File: config.mk
export PLATFORM = sky130hd
export DESIGN_NAME = cluster_feature_top
export DESIGN_NICKNAME = d
export VERILOG_FILES = /design/src/verilog/cluster_feature_pkg.sv /design/src/verilog/voxel_dispatch.sv /design/src/verilog/cluster_bank.sv /design/src/verilog/cluster_select.sv /design/src/verilog/feature_encoder.sv /design/src/verilog/cluster_feature_top.sv
export SDC_FILE = /design/constraint.sdc
export NUM_CORES = 2
export LEC_CHECK = 0
export BUFFER_PORTS_ARGS = -buffer_cell sky130_fd_sc_hd__buf_2
export CAP_MARGIN = 20
export CORE_MARGIN = 2
export CORE_UTILIZATION = 48
export DETAILED_ROUTE_END_ITERATION = 10
export PLACE_DENSITY = 0.7
export SETUP_SLACK_MARGIN = 0.2
export SLEW_MARGIN = 20
export SYNTH_ARGS = -nofsm -noshare
export SYNTH_HDL_FRONTEND = slang
export SYNTH_SLANG_ARGS = --single-unit
File: constraint.sdc
create_clock -name clk -period 10.5 [get_ports clk]
set_input_delay 2.1 -clock clk [delete_from_list [all_inputs] [get_ports clk]]
set_output_delay 2.1 -clock clk [all_outputs]
set_load 0.02 [all_outputs]
File: src/verilog/cluster_feature_pkg.sv
package cluster_feature_pkg;

    // ========================================================================
    // Sizes
    // ========================================================================
    localparam int COORD_BITS       = 5;                        // 32 cells per axis
    localparam int LABEL_BITS       = 6;                        // 64 labels, 0 is unlabeled
    localparam int NUM_BANKS        = 4;
    localparam int BANK_SEL_BITS    = $clog2(NUM_BANKS);        // Low label bits pick the bank
    localparam int INDEX_BITS       = LABEL_BITS - BANK_SEL_BITS;
    localparam int BANK_DEPTH       = 1 << INDEX_BITS;
    localparam int SIZE_BITS        = 12;                       // Saturating voxel count
    localparam int MIN_CLUSTER_SIZE = 8;
    localparam int COUNT_BITS       = 7;

    // Bank command opcodes
    typedef enum logic [1:0] {
        OP_IDLE  = 2'd0,
        OP_ADD   = 2'd1,
        OP_CLEAR = 2'd2
    } bank_op_e;

    // ========================================================================
    // Stream and bank records
    // ========================================================================
    typedef struct packed {
        logic                  last;   // Final voxel of the frame
        logic [LABEL_BITS-1:0] label;
        logic [COORD_BITS-1:0] x;
        logic [COORD_BITS-1:0] y;
        logic [COORD_BITS-1:0] z;
    } voxel_t;

    typedef struct packed {
        bank_op_e              op;
        logic [INDEX_BITS-1:0] index;  // Upper label bits
        logic [COORD_BITS-1:0] x;
        logic [COORD_BITS-1:0] y;
        logic [COORD_BITS-1:0] z;
    } bank_cmd_t;

    // Size zero marks an empty entry
    typedef struct packed {
        logic [SIZE_BITS-1:0]  size;
        logic [COORD_BITS-1:0] min_x;
        logic [COORD_BITS-1:0] max_x;
        logic [COORD_BITS-1:0] min_y;
        logic [COORD_BITS-1:0] max_y;
        logic [COORD_BITS-1:0] min_z;
        logic [COORD_BITS-1:0] max_z;
    } cluster_stats_t;

    typedef struct packed {
        logic                  found;          // At least one cluster qualified
        logic [COUNT_BITS-1:0] cluster_count;
        logic [SIZE_BITS-1:0]  size;           // Largest qualifying cluster
        logic [COORD_BITS-1:0] centroid_x;
        logic [COORD_BITS-1:0] centroid_y;
        logic [COORD_BITS-1:0] centroid_z;
        logic [COORD_BITS-1:0] dim_x;
        logic [COORD_BITS-1:0] dim_y;
        logic [COORD_BITS-1:0] dim_z;
    } feature_t;

endpackage

File: src/verilog/voxel_dispatch.sv
`timescale 1ns/1ps

module voxel_dispatch (
    input  logic                              clk,
    input  logic                              rst_n,
    input  logic                              voxel_valid,
    output logic                              voxel_ready,
    input  cluster_feature_pkg::voxel_t       voxel,
    input  logic                              result_taken,
    output cluster_feature_pkg::bank_cmd_t    bank_cmd [cluster_feature_pkg::NUM_BANKS],
    output logic                              scan_start
);

    typedef enum logic [1:0] {
        ACCUMULATE,
        WAIT_RESULT,
        CLEAR
    } dispatch_state_e;

    dispatch_state_e                           state;
    logic                                      accept;
    logic                                      last_cmd;   // Command of the last voxel is out
    cluster_feature_pkg::bank_op_e             op_q [cluster_feature_pkg::NUM_BANKS];
    logic [cluster_feature_pkg::INDEX_BITS-1:0] cmd_index;
    logic [cluster_feature_pkg::COORD_BITS-1:0] cmd_x;
    logic [cluster_feature_pkg::COORD_BITS-1:0] cmd_y;
    logic [cluster_feature_pkg::COORD_BITS-1:0] cmd_z;

    assign voxel_ready = (state != WAIT_RESULT);
    assign accept      = voxel_valid && voxel_ready;

    always_ff @(posedge clk or negedge rst_n) begin
        if (!rst_n) begin
            state <= ACCUMULATE;
        end else begin
            case (state)
                ACCUMULATE, CLEAR: state <= (accept && voxel.last) ? WAIT_RESULT : ACCUMULATE;
                WAIT_RESULT:       if (result_taken) state <= CLEAR;
                default:           state <= ACCUMULATE;
            endcase
        end
    end

    // ========================================================================
    // Per-bank opcodes and frame sequencing
    // ========================================================================
    always_ff @(posedge clk or negedge rst_n) begin
        if (!rst_n) begin
            for (int b = 0; b < cluster_feature_pkg::NUM_BANKS; b++) begin
                op_q[b] <= cluster_feature_pkg::OP_IDLE;
            end
            last_cmd   <= 1'b0;
            scan_start <= 1'b0;
        end else begin
            last_cmd   <= accept && voxel.last;
            scan_start <= last_cmd;                 // Bank has applied the last add by now
            for (int b = 0; b < cluster_feature_pkg::NUM_BANKS; b++) begin
                op_q[b] <= cluster_feature_pkg::OP_IDLE;
            end
            // Label 0 is unlabeled and never reaches a bank
            if (accept && voxel.label != '0) begin
                op_q[voxel.label[cluster_feature_pkg::BANK_SEL_BITS-1:0]] <=
                    cluster_feature_pkg::OP_ADD;
            end
            if (state == WAIT_RESULT && result_taken) begin
                for (int b = 0; b < cluster_feature_pkg::NUM_BANKS; b++) begin
                    op_q[b] <= cluster_feature_pkg::OP_CLEAR;
                end
            end
        end
    end

    // Shared payload, only the opcode differs per bank
    always_ff @(posedge clk) begin
        if (accept) begin
            cmd_index <= voxel.label[cluster_feature_pkg::LABEL_BITS-1:
                                     cluster_feature_pkg::BANK_SEL_BITS];
            cmd_x     <= voxel.x;
            cmd_y     <= voxel.y;
            cmd_z     <= voxel.z;
        end
    end

    always_comb begin
        for (int b = 0; b < cluster_feature_pkg::NUM_BANKS; b++) begin
            bank_cmd[b].op    = op_q[b];
            bank_cmd[b].index = cmd_index;
            bank_cmd[b].x     = cmd_x;
            bank_cmd[b].y     = cmd_y;
            bank_cmd[b].z     = cmd_z;
        end
    end

endmodule

File: src/verilog/cluster_bank.sv
`timescale 1ns/1ps

module cluster_bank (
    input  logic                                   clk,
    input  logic                                   rst_n,
    input  cluster_feature_pkg::bank_cmd_t         cmd,
    input  logic [cluster_feature_pkg::INDEX_BITS-1:0] scan_index,
    output cluster_feature_pkg::cluster_stats_t    scan_entry
);

    logic [cluster_feature_pkg::BANK_DEPTH-1:0] entry_used;    // Cleared in one cycle
    cluster_feature_pkg::cluster_stats_t        entry_mem [cluster_feature_pkg::BANK_DEPTH];
    cluster_feature_pkg::cluster_stats_t        cur_entry;
    cluster_feature_pkg::cluster_stats_t        upd_entry;

    function automatic logic [cluster_feature_pkg::COORD_BITS-1:0] coord_min(
        input logic [cluster_feature_pkg::COORD_BITS-1:0] a,
        input logic [cluster_feature_pkg::COORD_BITS-1:0] b
    );
        return (a < b) ? a : b;
    endfunction

    function automatic logic [cluster_feature_pkg::COORD_BITS-1:0] coord_max(
        input logic [cluster_feature_pkg::COORD_BITS-1:0] a,
        input logic [cluster_feature_pkg::COORD_BITS-1:0] b
    );
        return (a > b) ? a : b;
    endfunction

    // ========================================================================
    // Read-modify-write of the addressed cluster
    // ========================================================================
    always_comb begin
        cur_entry = entry_mem[cmd.index];
        upd_entry = cur_entry;
        if (!entry_used[cmd.index]) begin
            // First voxel of this cluster
            upd_entry.size  = (cluster_feature_pkg::SIZE_BITS)'(1);
            upd_entry.min_x = cmd.x;
            upd_entry.max_x = cmd.x;
            upd_entry.min_y = cmd.y;
            upd_entry.max_y = cmd.y;
            upd_entry.min_z = cmd.z;
            upd_entry.max_z = cmd.z;
        end else begin
            if (cur_entry.size != '1) upd_entry.size = cur_entry.size + 1'b1;  // Saturate
            upd_entry.min_x = coord_min(cmd.x, cur_entry.min_x);
            upd_entry.max_x = coord_max(cmd.x, cur_entry.max_x);
            upd_entry.min_y = coord_min(cmd.y, cur_entry.min_y);
            upd_entry.max_y = coord_max(cmd.y, cur_entry.max_y);
            upd_entry.min_z = coord_min(cmd.z, cur_entry.min_z);
            upd_entry.max_z = coord_max(cmd.z, cur_entry.max_z);
        end
    end

    always_ff @(posedge clk or negedge rst_n) begin
        if (!rst_n) begin
            entry_used <= '0;
        end else begin
            case (cmd.op)
                cluster_feature_pkg::OP_ADD:   entry_used[cmd.index] <= 1'b1;
                cluster_feature_pkg::OP_CLEAR: entry_used <= '0;
                default:                       entry_used <= entry_used;
            endcase
        end
    end

    always_ff @(posedge clk) begin
        if (cmd.op == cluster_feature_pkg::OP_ADD) begin
            entry_mem[cmd.index] <= upd_entry;
        end
    end

    // Scan port, unused entries read back as empty
    assign scan_entry = entry_used[scan_index] ? entry_mem[scan_index] : '0;

endmodule

File: src/verilog/cluster_select.sv
`timescale 1ns/1ps

module cluster_select (
    input  logic                                   clk,
    input  logic                                   rst_n,
    input  logic                                   scan_start,
    output logic [cluster_feature_pkg::INDEX_BITS-1:0] scan_index,
    input  cluster_feature_pkg::cluster_stats_t    scan_entry [cluster_feature_pkg::NUM_BANKS],
    output logic                                   result_valid,
    output cluster_feature_pkg::feature_t          result,
    output cluster_feature_pkg::cluster_stats_t    best
);

    logic                                       scanning;
    logic [cluster_feature_pkg::COUNT_BITS-1:0] count_q;
    logic [cluster_feature_pkg::COUNT_BITS-1:0] count_next;
    cluster_feature_pkg::cluster_stats_t        best_q;
    cluster_feature_pkg::cluster_stats_t        best_next;

    // ========================================================================
    // Compare one row of all banks against the running best
    // ========================================================================
    // Ascending bank order within a row keeps labels ascending overall,
    // so a strict compare leaves ties with the lower label
    always_comb begin
        count_next = count_q;
        best_next  = best_q;
        for (int b = 0; b < cluster_feature_pkg::NUM_BANKS; b++) begin
            if (scan_entry[b].size >= cluster_feature_pkg::MIN_CLUSTER_SIZE) begin
                count_next = count_next + 1'b1;
                if (scan_entry[b].size > best_next.size) begin
                    best_next = scan_entry[b];
                end
            end
        end
    end

    always_ff @(posedge clk or negedge rst_n) begin
        if (!rst_n) begin
            scanning     <= 1'b0;
            scan_index   <= '0;
            count_q      <= '0;
            best_q       <= '0;
            result_valid <= 1'b0;
        end else begin
            result_valid <= 1'b0;
            if (scan_start) begin
                // Fresh frame
                scanning   <= 1'b1;
                scan_index <= '0;
                count_q    <= '0;
                best_q     <= '0;
            end else if (scanning) begin
                count_q    <= count_next;
                best_q     <= best_next;
                scan_index <= scan_index + 1'b1;        // Wraps back to 0 after the last row
                if (scan_index == cluster_feature_pkg::BANK_DEPTH - 1) begin
                    scanning     <= 1'b0;
                    result_valid <= 1'b1;
                end
            end
        end
    end

    // ========================================================================
    // Result toward the encoder
    // ========================================================================
    assign best = best_q;

    always_comb begin
        result               = '0;                      // Geometry filled in downstream
        result.found         = (count_q != '0);
        result.cluster_count = count_q;
        result.size          = best_q.size;
    end

endmodule

File: src/verilog/feature_encoder.sv
`timescale 1ns/1ps

module feature_encoder (
    input  logic                                clk,
    input  logic                                rst_n,
    input  logic                                result_valid,
    input  cluster_feature_pkg::feature_t       result,
    input  cluster_feature_pkg::cluster_stats_t best,
    output logic                                feature_valid,
    input  logic                                feature_ready,
    output cluster_feature_pkg::feature_t       feature,
    output logic                                result_taken
);

    cluster_feature_pkg::feature_t rec_next;

    // Floor of (lo + hi) / 2 without overflow
    function automatic logic [cluster_feature_pkg::COORD_BITS-1:0] midpoint(
        input logic [cluster_feature_pkg::COORD_BITS-1:0] lo,
        input logic [cluster_feature_pkg::COORD_BITS-1:0] hi
    );
        logic [cluster_feature_pkg::COORD_BITS:0] sum;
        sum = {1'b0, lo} + {1'b0, hi};
        return sum[cluster_feature_pkg::COORD_BITS:1];
    endfunction

    always_comb begin
        rec_next = result;
        if (result.found) begin
            rec_next.centroid_x = midpoint(best.min_x, best.max_x);
            rec_next.centroid_y = midpoint(best.min_y, best.max_y);
            rec_next.centroid_z = midpoint(best.min_z, best.max_z);
            rec_next.dim_x      = best.max_x - best.min_x;     // min never exceeds max
            rec_next.dim_y      = best.max_y - best.min_y;
            rec_next.dim_z      = best.max_z - best.min_z;
        end
    end

    assign result_taken = feature_valid && feature_ready;

    always_ff @(posedge clk or negedge rst_n) begin
        if (!rst_n) begin
            feature_valid <= 1'b0;
        end else if (result_valid) begin
            feature_valid <= 1'b1;
        end else if (result_taken) begin
            feature_valid <= 1'b0;                         // Record handed off
        end
    end

    // Record held stable while waiting on feature_ready
    always_ff @(posedge clk) begin
        if (result_valid) feature <= rec_next;
    end

endmodule

File: src/verilog/cluster_feature_top.sv
`timescale 1ns/1ps

module cluster_feature_top (
    input  logic                          clk,
    input  logic                          rst_n,
    input  logic                          voxel_valid,
    output logic                          voxel_ready,
    input  cluster_feature_pkg::voxel_t   voxel,
    output logic                          feature_valid,
    input  logic                          feature_ready,
    output cluster_feature_pkg::feature_t feature
);

    cluster_feature_pkg::bank_cmd_t             bank_cmd   [cluster_feature_pkg::NUM_BANKS];
    cluster_feature_pkg::cluster_stats_t        scan_entry [cluster_feature_pkg::NUM_BANKS];
    logic [cluster_feature_pkg::INDEX_BITS-1:0] scan_index;
    logic                                       scan_start;
    logic                                       result_valid;
    logic                                       result_taken;
    cluster_feature_pkg::feature_t              result;
    cluster_feature_pkg::cluster_stats_t        best;

    // ========================================================================
    // Accumulation
    // ========================================================================
    voxel_dispatch dispatch_i (
        .clk          (clk),
        .rst_n        (rst_n),
        .voxel_valid  (voxel_valid),
        .voxel_ready  (voxel_ready),
        .voxel        (voxel),
        .result_taken (result_taken),
        .bank_cmd     (bank_cmd),
        .scan_start   (scan_start)
    );

    // Label bank = low label bits
    for (genvar g = 0; g < cluster_feature_pkg::NUM_BANKS; g++) begin : g_bank
        cluster_bank bank_i (
            .clk        (clk),
            .rst_n      (rst_n),
            .cmd        (bank_cmd[g]),
            .scan_index (scan_index),
            .scan_entry (scan_entry[g])
        );
    end

    // ========================================================================
    // Scan and output record
    // ========================================================================
    cluster_select select_i (
        .clk          (clk),
        .rst_n        (rst_n),
        .scan_start   (scan_start),
        .scan_index   (scan_index),
        .scan_entry   (scan_entry),
        .result_valid (result_valid),
        .result       (result),
        .best         (best)
    );

    feature_encoder encoder_i (
        .clk           (clk),
        .rst_n         (rst_n),
        .result_valid  (result_valid),
        .result        (result),
        .best          (best),
        .feature_valid (feature_valid),
        .feature_ready (feature_ready),
        .feature       (feature),
        .result_taken  (result_taken)
    );

endmodule

; ---- After elaboration in Yosys (flattened, before gate mapping)
; Memory sizes are Yosys's and may differ from the RTL's. A register that Yosys moved wholly into a read port is not among the register bits.
; Index checks and enable logic that the tools add are counted.
[word_totals]
in_bits = 26
ram_bits = 2688
wordCells = 234
n_memories = 4
regBits = 201
[mem_list]
columns = name, depth, width, read_ports, rd_ports_with_merged_regs, write_ports, line_no
row1 = g_bank[0].bank_i.entry_mem, 16, 42, 2, 1, 1, cluster_bank.sv:12  ; cluster_feature_pkg::cluster_stats_t entry_mem [cluster_feature_pkg::BANK_DEPTH];
row2 = g_bank[1].bank_i.entry_mem, 16, 42, 2, 1, 1, cluster_bank.sv:12
row3 = g_bank[2].bank_i.entry_mem, 16, 42, 2, 1, 1, cluster_bank.sv:12
row4 = g_bank[3].bank_i.entry_mem, 16, 42, 2, 1, 1, cluster_bank.sv:12
[op_classes]
mux = 103
n_reduce_logical = 17
n_lt_le_gt_ge = 37
addsub = 15
n_eq_ne = 17
bitwise = 5
[ops]
columns = op, n
row1 = 42-bit two-way mux, 18
row2 = 16-bit one-hot mux with 2 select lines, 4
row3 = 5-bit two-way mux, 24
row4 = 16-bit OR, 4
row5 = 5-bit greater-than comparator, 12
row6 = 5-bit < comparator, 12
row7 = 7-bit two-way mux, 7
row8 = "12-bit by 1-bit adder with 12-bit output, second input constant", 4
row9 = "12-bit by 4-bit greater-or-equal comparator with 1-bit output, second input constant", 4
row10 = 12-bit greater-than comparator, 4
row11 = 12-bit two-way mux, 4
row12 = "12-bit != test, second input constant", 4
row13 = 1-bit binary-select mux with 4-bit select, 8
row14 = "7-bit by 1-bit adder with 7-bit output, second input constant", 4
row15 = 1-bit two-way mux, 26
row16 = 4-bit two-way mux, 6
row17 = 5-bit by 5-bit adder with 6-bit output, 3
row18 = 5-bit subtractor, 3
row19 = 2-bit nonzero test, 6
row20 = "2-bit by 1-bit equality test with 1-bit output, second input constant", 5
row21 = "2-bit equality test, second input constant", 5
row22 = "4-bit by 5-bit < comparator with 1-bit output, second input constant", 2
row23 = 8-bit two-way mux, 1
row24 = 1-bit logical AND, 7
row25 = 15 further kinds, 17

; ---- Depth between registers and ports, before layout
[logic_depth]
word_depth = 17
depth_mapped = 61
ltp_nobuf = 49

; ---- Modules after synthesis
; From an unflattened synthesis, not the netlist that was laid out.
[hier_totals]
cells_unflattened = 7406
hier_area_um2 = 142608.0
[by_module_without_submodules]
columns = module, cells_per_inst, area_per_inst_um2, seq_area_each_um2, n_inst
row1 = cluster_bank at g_bank[1].bank_i ..., 1562, 32959.1, 20579.7, 2
row2 = cluster_bank at g_bank[0].bank_i, 1551, 32819.0, 20579.7, 1
row3 = cluster_bank at g_bank[3].bank_i, 1560, 32811.5, 20579.7, 1
row4 = cluster_select, 820, 6636.4, 1376.3, 1
row5 = feature_encoder, 249, 3079.2, 1526.5, 1
row6 = voxel_dispatch, 102, 1343.8, 795.8, 1

; ---- Worst setup path after synthesis
; No wires, ideal clock.
[synth_path]
kind = register to register
start = register select_i.scan_index[0] (netlist name)
end = register select_i.best_q (netlist bit select_i.best[37])
arrival_time_ps = 10019
synth_period_minus_slack_ps = 10151
setup_ps = 132
slack_ps = 349
t_required_ps = 10368
stages_incl_launch_ff = 56
n_path_buf = 15
path_cell_list = dfrtp_1 -> buf_6 -> buf_8 -> buf_6 -> buf_6 -> buf_8 -> buf_6 -> buf_2 -> mux4_2 -> mux4_2 -> nor2b_1 -> ha_1 -> nor2b_1 -> o21ai_0 -> nand2b_1 -> a21oi_1 -> or3_1 -> o211ai_1 -> [20 not listed] -> o21ai_0 -> nand2_1 -> o311ai_0 -> buf_2 -> buf_2 -> mux2i_1 -> inv_1 -> ha_1 -> nand4_1 -> or2_2 -> nor2_1 -> o221a_2 -> buf_2 -> buf_2 -> buf_2 -> o21ai_0 -> mux2i_1 -> nor2_1
[synth_between]
elab_chain_len = 17
elab_cells_between_ends = 34
cone_classes = 8 x order compare / 22 x mux / 4 x memory
[synth_lines]
columns = item, line_no
row1 = start: declaration, cluster_select.sv:7  ; output logic [cluster_feature_pkg::INDEX_BITS-1:0] scan_index,
row2 = start signal: assignment, cluster_select.sv:56  ; scan_index <= scan_index + 1'b1;
row3 = 1-bit binary-select mux with 4-bit select, cluster_bank.sv:75  ; assign scan_entry = entry_used[scan_index] ? entry_mem[scan_index] : '0;
row4 = 1-bit two-way mux (not written as such), cluster_bank.sv:75
row5 = 42-bit two-way mux, cluster_bank.sv:75
row6 = 12-bit greater-than comparator, cluster_select.sv:31  ; if (scan_entry[b].size > best_next.size) begin
row7 = 42-bit two-way mux, cluster_select.sv:31
row8 = 42-bit two-way mux, cluster_select.sv:29  ; if (scan_entry[b].size >= cluster_feature_pkg::MIN_CLUSTER_SIZE) begin
row9 = 12-bit greater-than comparator, cluster_select.sv:31
row10 = 42-bit two-way mux, cluster_select.sv:31
row11 = 42-bit two-way mux, cluster_select.sv:29
row12 = 12-bit greater-than comparator, cluster_select.sv:31
row13 = 42-bit two-way mux, cluster_select.sv:31
row14 = 42-bit two-way mux, cluster_select.sv:29
row15 = 12-bit greater-than comparator, cluster_select.sv:31
row16 = 42-bit two-way mux, cluster_select.sv:31
row17 = 42-bit two-way mux *, cluster_select.sv:29
row18 = 42-bit two-way mux *, cluster_select.sv:53  ; end else if (scanning) begin
row19 = 42-bit two-way mux *, cluster_select.sv:47  ; if (scan_start) begin
row20 = end signal: assignment, cluster_select.sv:55  ; best_q <= best_next;
row21 = end: declaration, cluster_select.sv:17  ; cluster_feature_pkg::cluster_stats_t best_q;
; Every way passes the cells marked *; elsewhere a longest branch is shown, timed or not. The select of a mux whose other input is x is not followed.
; A chain may end at the register's enable or synchronous reset.

; ---- Final worst setup path
[layout_path]
start = register select_i.scan_index[0] (netlist name)
end = register select_i.best_q (netlist bit select_i.best[0])
; The elaborated chain is that of the path after synthesis.

==> results.sh <==
export IMPL_status="completed"
export IMPL_drtPass1Iterations=6
export IMPL_cp_arrival_ns=10.84
export IMPL_syn_inst=7167
export IMPL_p_seq_frac=0.535
export IMPL_final_hold_viol_count=0
export IMPL_cp_max_fo=22
export IMPL_htreeDepth=5
export IMPL_path_delay_family="compound AO/OA/AOI/OAI gates"
export IMPL_drc=0
export IMPL_cp_buffers_inverters=8
export IMPL_drt_iter0_markers=9972
export IMPL_p_per_area_nw_per_um2=149
export IMPL_cts_made_buffers=308
export IMPL_synthDistinctLibCells=79
export IMPL_synthTopCellsByArea="edfxtp_1 59%, mux4_2 27%, dfrtp_1 2.3%"
export IMPL_maxUsedRoutingLayer="met5"
export IMPL_track_usage=0.273
export IMPL_switching_share=0.196
export IMPL_synth_top_area_cell="edfxtp_1"
export IMPL_cts_sinks=2890
export IMPL_rsz0062_at_grt="no"
export IMPL_irDropWorstVdd_uv=115
export IMPL_dominantRegCellSynth="edfxtp_1"
export IMPL_antenna_found_initial=36
export IMPL_final_util=0.536
export IMPL_crit_top_cell="buf_4"
export IMPL_root_buffer="clkbuf_16"
export IMPL_die_h_um=544
export IMPL_max_freq_ghz=0.0996
export IMPL_async_reset_ff_frac=0.0446
export IMPL_wl_met1_um=145000
export IMPL_syn_avg_cell_area_um2=19.5
export IMPL_finalWirelength_um=403000
export IMPL_ys_warn_count=0
export IMPL_leakage_nw=49.6
export IMPL_seq_area_frac_synth=0.615
export IMPL_hpwl_um=227000
export IMPL_worstSetupEndpointType="register"
export IMPL_crit_slowest_cell="o21ai_2"
export IMPL_dr_wl_met2_um=192000
export IMPL_detail_route_antenna_nets=0
export IMPL_p_int_mw=18.7
export IMPL_core_area_um2=291000
export IMPL_crit_type="reg -> reg"
export IMPL_multi_input_comb_area_um2=51400
export IMPL_met3_wirelength_um=42800
export IMPL_port_buffers=77
export IMPL_drive_gt1_frac=0.353
export IMPL_cts_tree="yes"
export IMPL_vias=78200
export IMPL_syn_to_final_growth_pct=11.1
export IMPL_boundaryPins=78
export IMPL_clk_latency_ns=0.90
export IMPL_hold_ws_ns=0.351
export IMPL_grt_max_degree=106
export IMPL_ys_ff_latch=2890
export IMPL_period_share=0.956
export IMPL_hold_buffers=0
export IMPL_setup_ws_ns=0.458
export IMPL_post_place_ws_ns=-0.480
export IMPL_synth_edf_count=2757
export IMPL_die_x_um=544
export IMPL_synth_top_area_frac=0.591
export IMPL_fin_crit_ns=10.04
export IMPL_p_switching_mw=4.55
export IMPL_row_count=198
export IMPL_cap_violations=0
export IMPL_die_area_um2=296000
export IMPL_netlist_area_um2=140000
export IMPL_pwr_share_comb=0.001
export IMPL_grt_pass1_vias=80500
export IMPL_place_gp_congestion=0.969
export IMPL_wl_per_cell_um=35.1
export IMPL_nets=7564
export IMPL_cp_data_required_time_ns=11.30
export IMPL_clkPwrFrac=0.464
export IMPL_max_slew_margin=0.150
export IMPL_clock_skew_ns=0.0587
export IMPL_slew_violations=0
export IMPL_clk_pin_slew_ns=0.06
export IMPL_max_stage_delay_ns=0.57
export IMPL_worstMarginPinSlew_ns=1.24
export IMPL_cts_buffer_depth=4
export IMPL_grt_ovfl_total=0
export IMPL_seq_area_um2=86100
export IMPL_critical_path_startpoint_type="register"
export IMPL_synth_nets=7400
export IMPL_grt_pass1_wl_um=578000
export IMPL_setup_viol=0
export IMPL_initial_core_util=0.482
export IMPL_fillers=21800
export IMPL_hp_class="reg -> reg"
export IMPL_viasPerCell=6.81
-- cell families (layout without fill, tap and decap cells) --
kind of cell,Yosys count,after routing,synth area share
flops,2890,2890,0.615
mux,1953,1953,0.288
simple gates,880,880,0.0307
buf+inv,671,1063,0.0210
compound gates,505,512,0.0229
fa+ha+maj,207,207,0.0188
xor+xnor,61,61,0.00402
other cells,0,9,0
-- synth_stat cells, drive strengths merged, types with 3 or more instances --
master,n
a21o,34
mux4,1649
a21boi,12
nor4b,3
xnor2,35
o211ai,15
a22oi,18
dfxtp,4
nand4,24
o221ai,4
o21a,79
o31ai,11
ha,201
nor2,316
a22o,14
and2,45
a21oi,118
fa,6
a211oi,20
xor2,24
inv,169
o21ai,136
edfxtp,2757
nor3b,7
nand2,171
mux2i,186
dfrtp,129
nor4,11
or3,9
nor2b,96
mux2,118
nand3,40
nand2b,62
clkbuf,238
clkinv,3
nor3,30
and3,58
a31oi,24
o21bai,7
buf,261
-- final timing paths --
| path | start | endpoint | slack [ns] | depth (start not counted) |
|---|---|---|---|---|
| max | select_i.scan_index[0] | select_i.best[0] | 0.46 | 48 |
| min | dispatch_i.last_cmd | dispatch_i.scan_start | 0.35 | 0 |
| max reg2reg | select_i.scan_index[0] | select_i.best[0] | 0.46 | 48 |
| min reg2reg | dispatch_i.last_cmd | dispatch_i.scan_start | 0.35 | 0 |
| max in group asynchronous | rst_n | select_i.best[27] | 7.78 | 2 |
| min in group asynchronous | rst_n | dispatch_i.last_cmd | 1.15 | 1 |
-- cell type report --
cell class / instances / area share
Multi-Input combinational cell: 3613 / 0.330
Inverter: 172 / 0.00415
Antenna cell: 9 / 0.000145
Clock inverter: 163 / 0.0104
Sequential cell: 2890 / 0.553
Timing Repair Buffer: 346 / 0.0174
Tap cell: 3900 / 0.0314
Clock buffer: 382 / 0.0528
-- what timing repair did --
action / in CTS / in global routing
setup endpoints to repair: 42 / 42
resized for setup: 14 / 10
gates cloned: 7 / 0
pin swaps: 2 / 1
buffers inserted: 3 / 9
-- routing by layer --
layer  up-vias  track usage
li1      30700            -
met1     41900        0.364
met2      4614        0.432
met3       915       0.0567
met4        20        0.135
met5         -      0.00114
-- state kept, by name, indices dropped and copies added (netlist names), 5 cells and up, named ones only --
register and cells:
select_i.count_q 7, dispatch_i.bank_cmd 5, g_bank.bank_i.entry_used 64, select_i.best 42, encoder_i.feature 50, dispatch_i.cmd_x 5
dispatch_i.cmd_z 5, g_bank.bank_i.entry_mem 2688, dispatch_i.cmd_y 5
-- cells in the final DEF, fill, tap and decap left out, types with 28 or more instances in the layout --
cell	n
edfxtp_1	2757
mux4_2	1649
clkbuf_16	318
nor2_1	310
buf_4	244
ha_1	201
mux2i_1	181
nand2_1	170
inv_1	169
o21ai_0	123
dfrtp_1	122
mux2_2	117
a21oi_1	112
nor2b_1	95
o21a_1	79
buf_2	76
nand2b_1	62
clkbuf_1	62
clkinv_1	61
clkinv_2	41
nand3_1	39
xnor2_1	35
a21o_1	34
and2_2	32
and3_2	32
nor3_1	28
bufinv_16	28
-- through the flow --
| stage | TNS, ns | power (mW) | cells | cell area, um^2 |
|---|---|---|---|---|
| after floorplan | 0 | 12.7 | 7167 | 140000 |
| after global placement | -5.44 | 12.7 | 10900 | 145000 |
| after detailed placement | -17.68 | 12.7 | 10900 | 145000 |
| after CTS | 0 | 23.4 | 11500 | 155000 |
| after global routing | 0 | 23.8 | 11500 | 156000 |
| final | 0 | 23.2 | 11500 | 156000 |
-- power by group through the flow --
| stage | sequential (mW) | combinational, mW | clock (mW) |
|---|---|---|---|
| global route | 12.4 | 0.0204 | 11.4 |
| detailed placement | 12.7 | 0.0184 | 0 |
| finish | 12.4 | 0.0181 | 10.8 |
| global placement | 12.7 | 0.0181 | 0 |
| floorplan | 12.7 | 0.000264 | 0 |
| CTS | 12.4 | 0.0184 | 10.9 |
(Power assumes the default switching activity.)
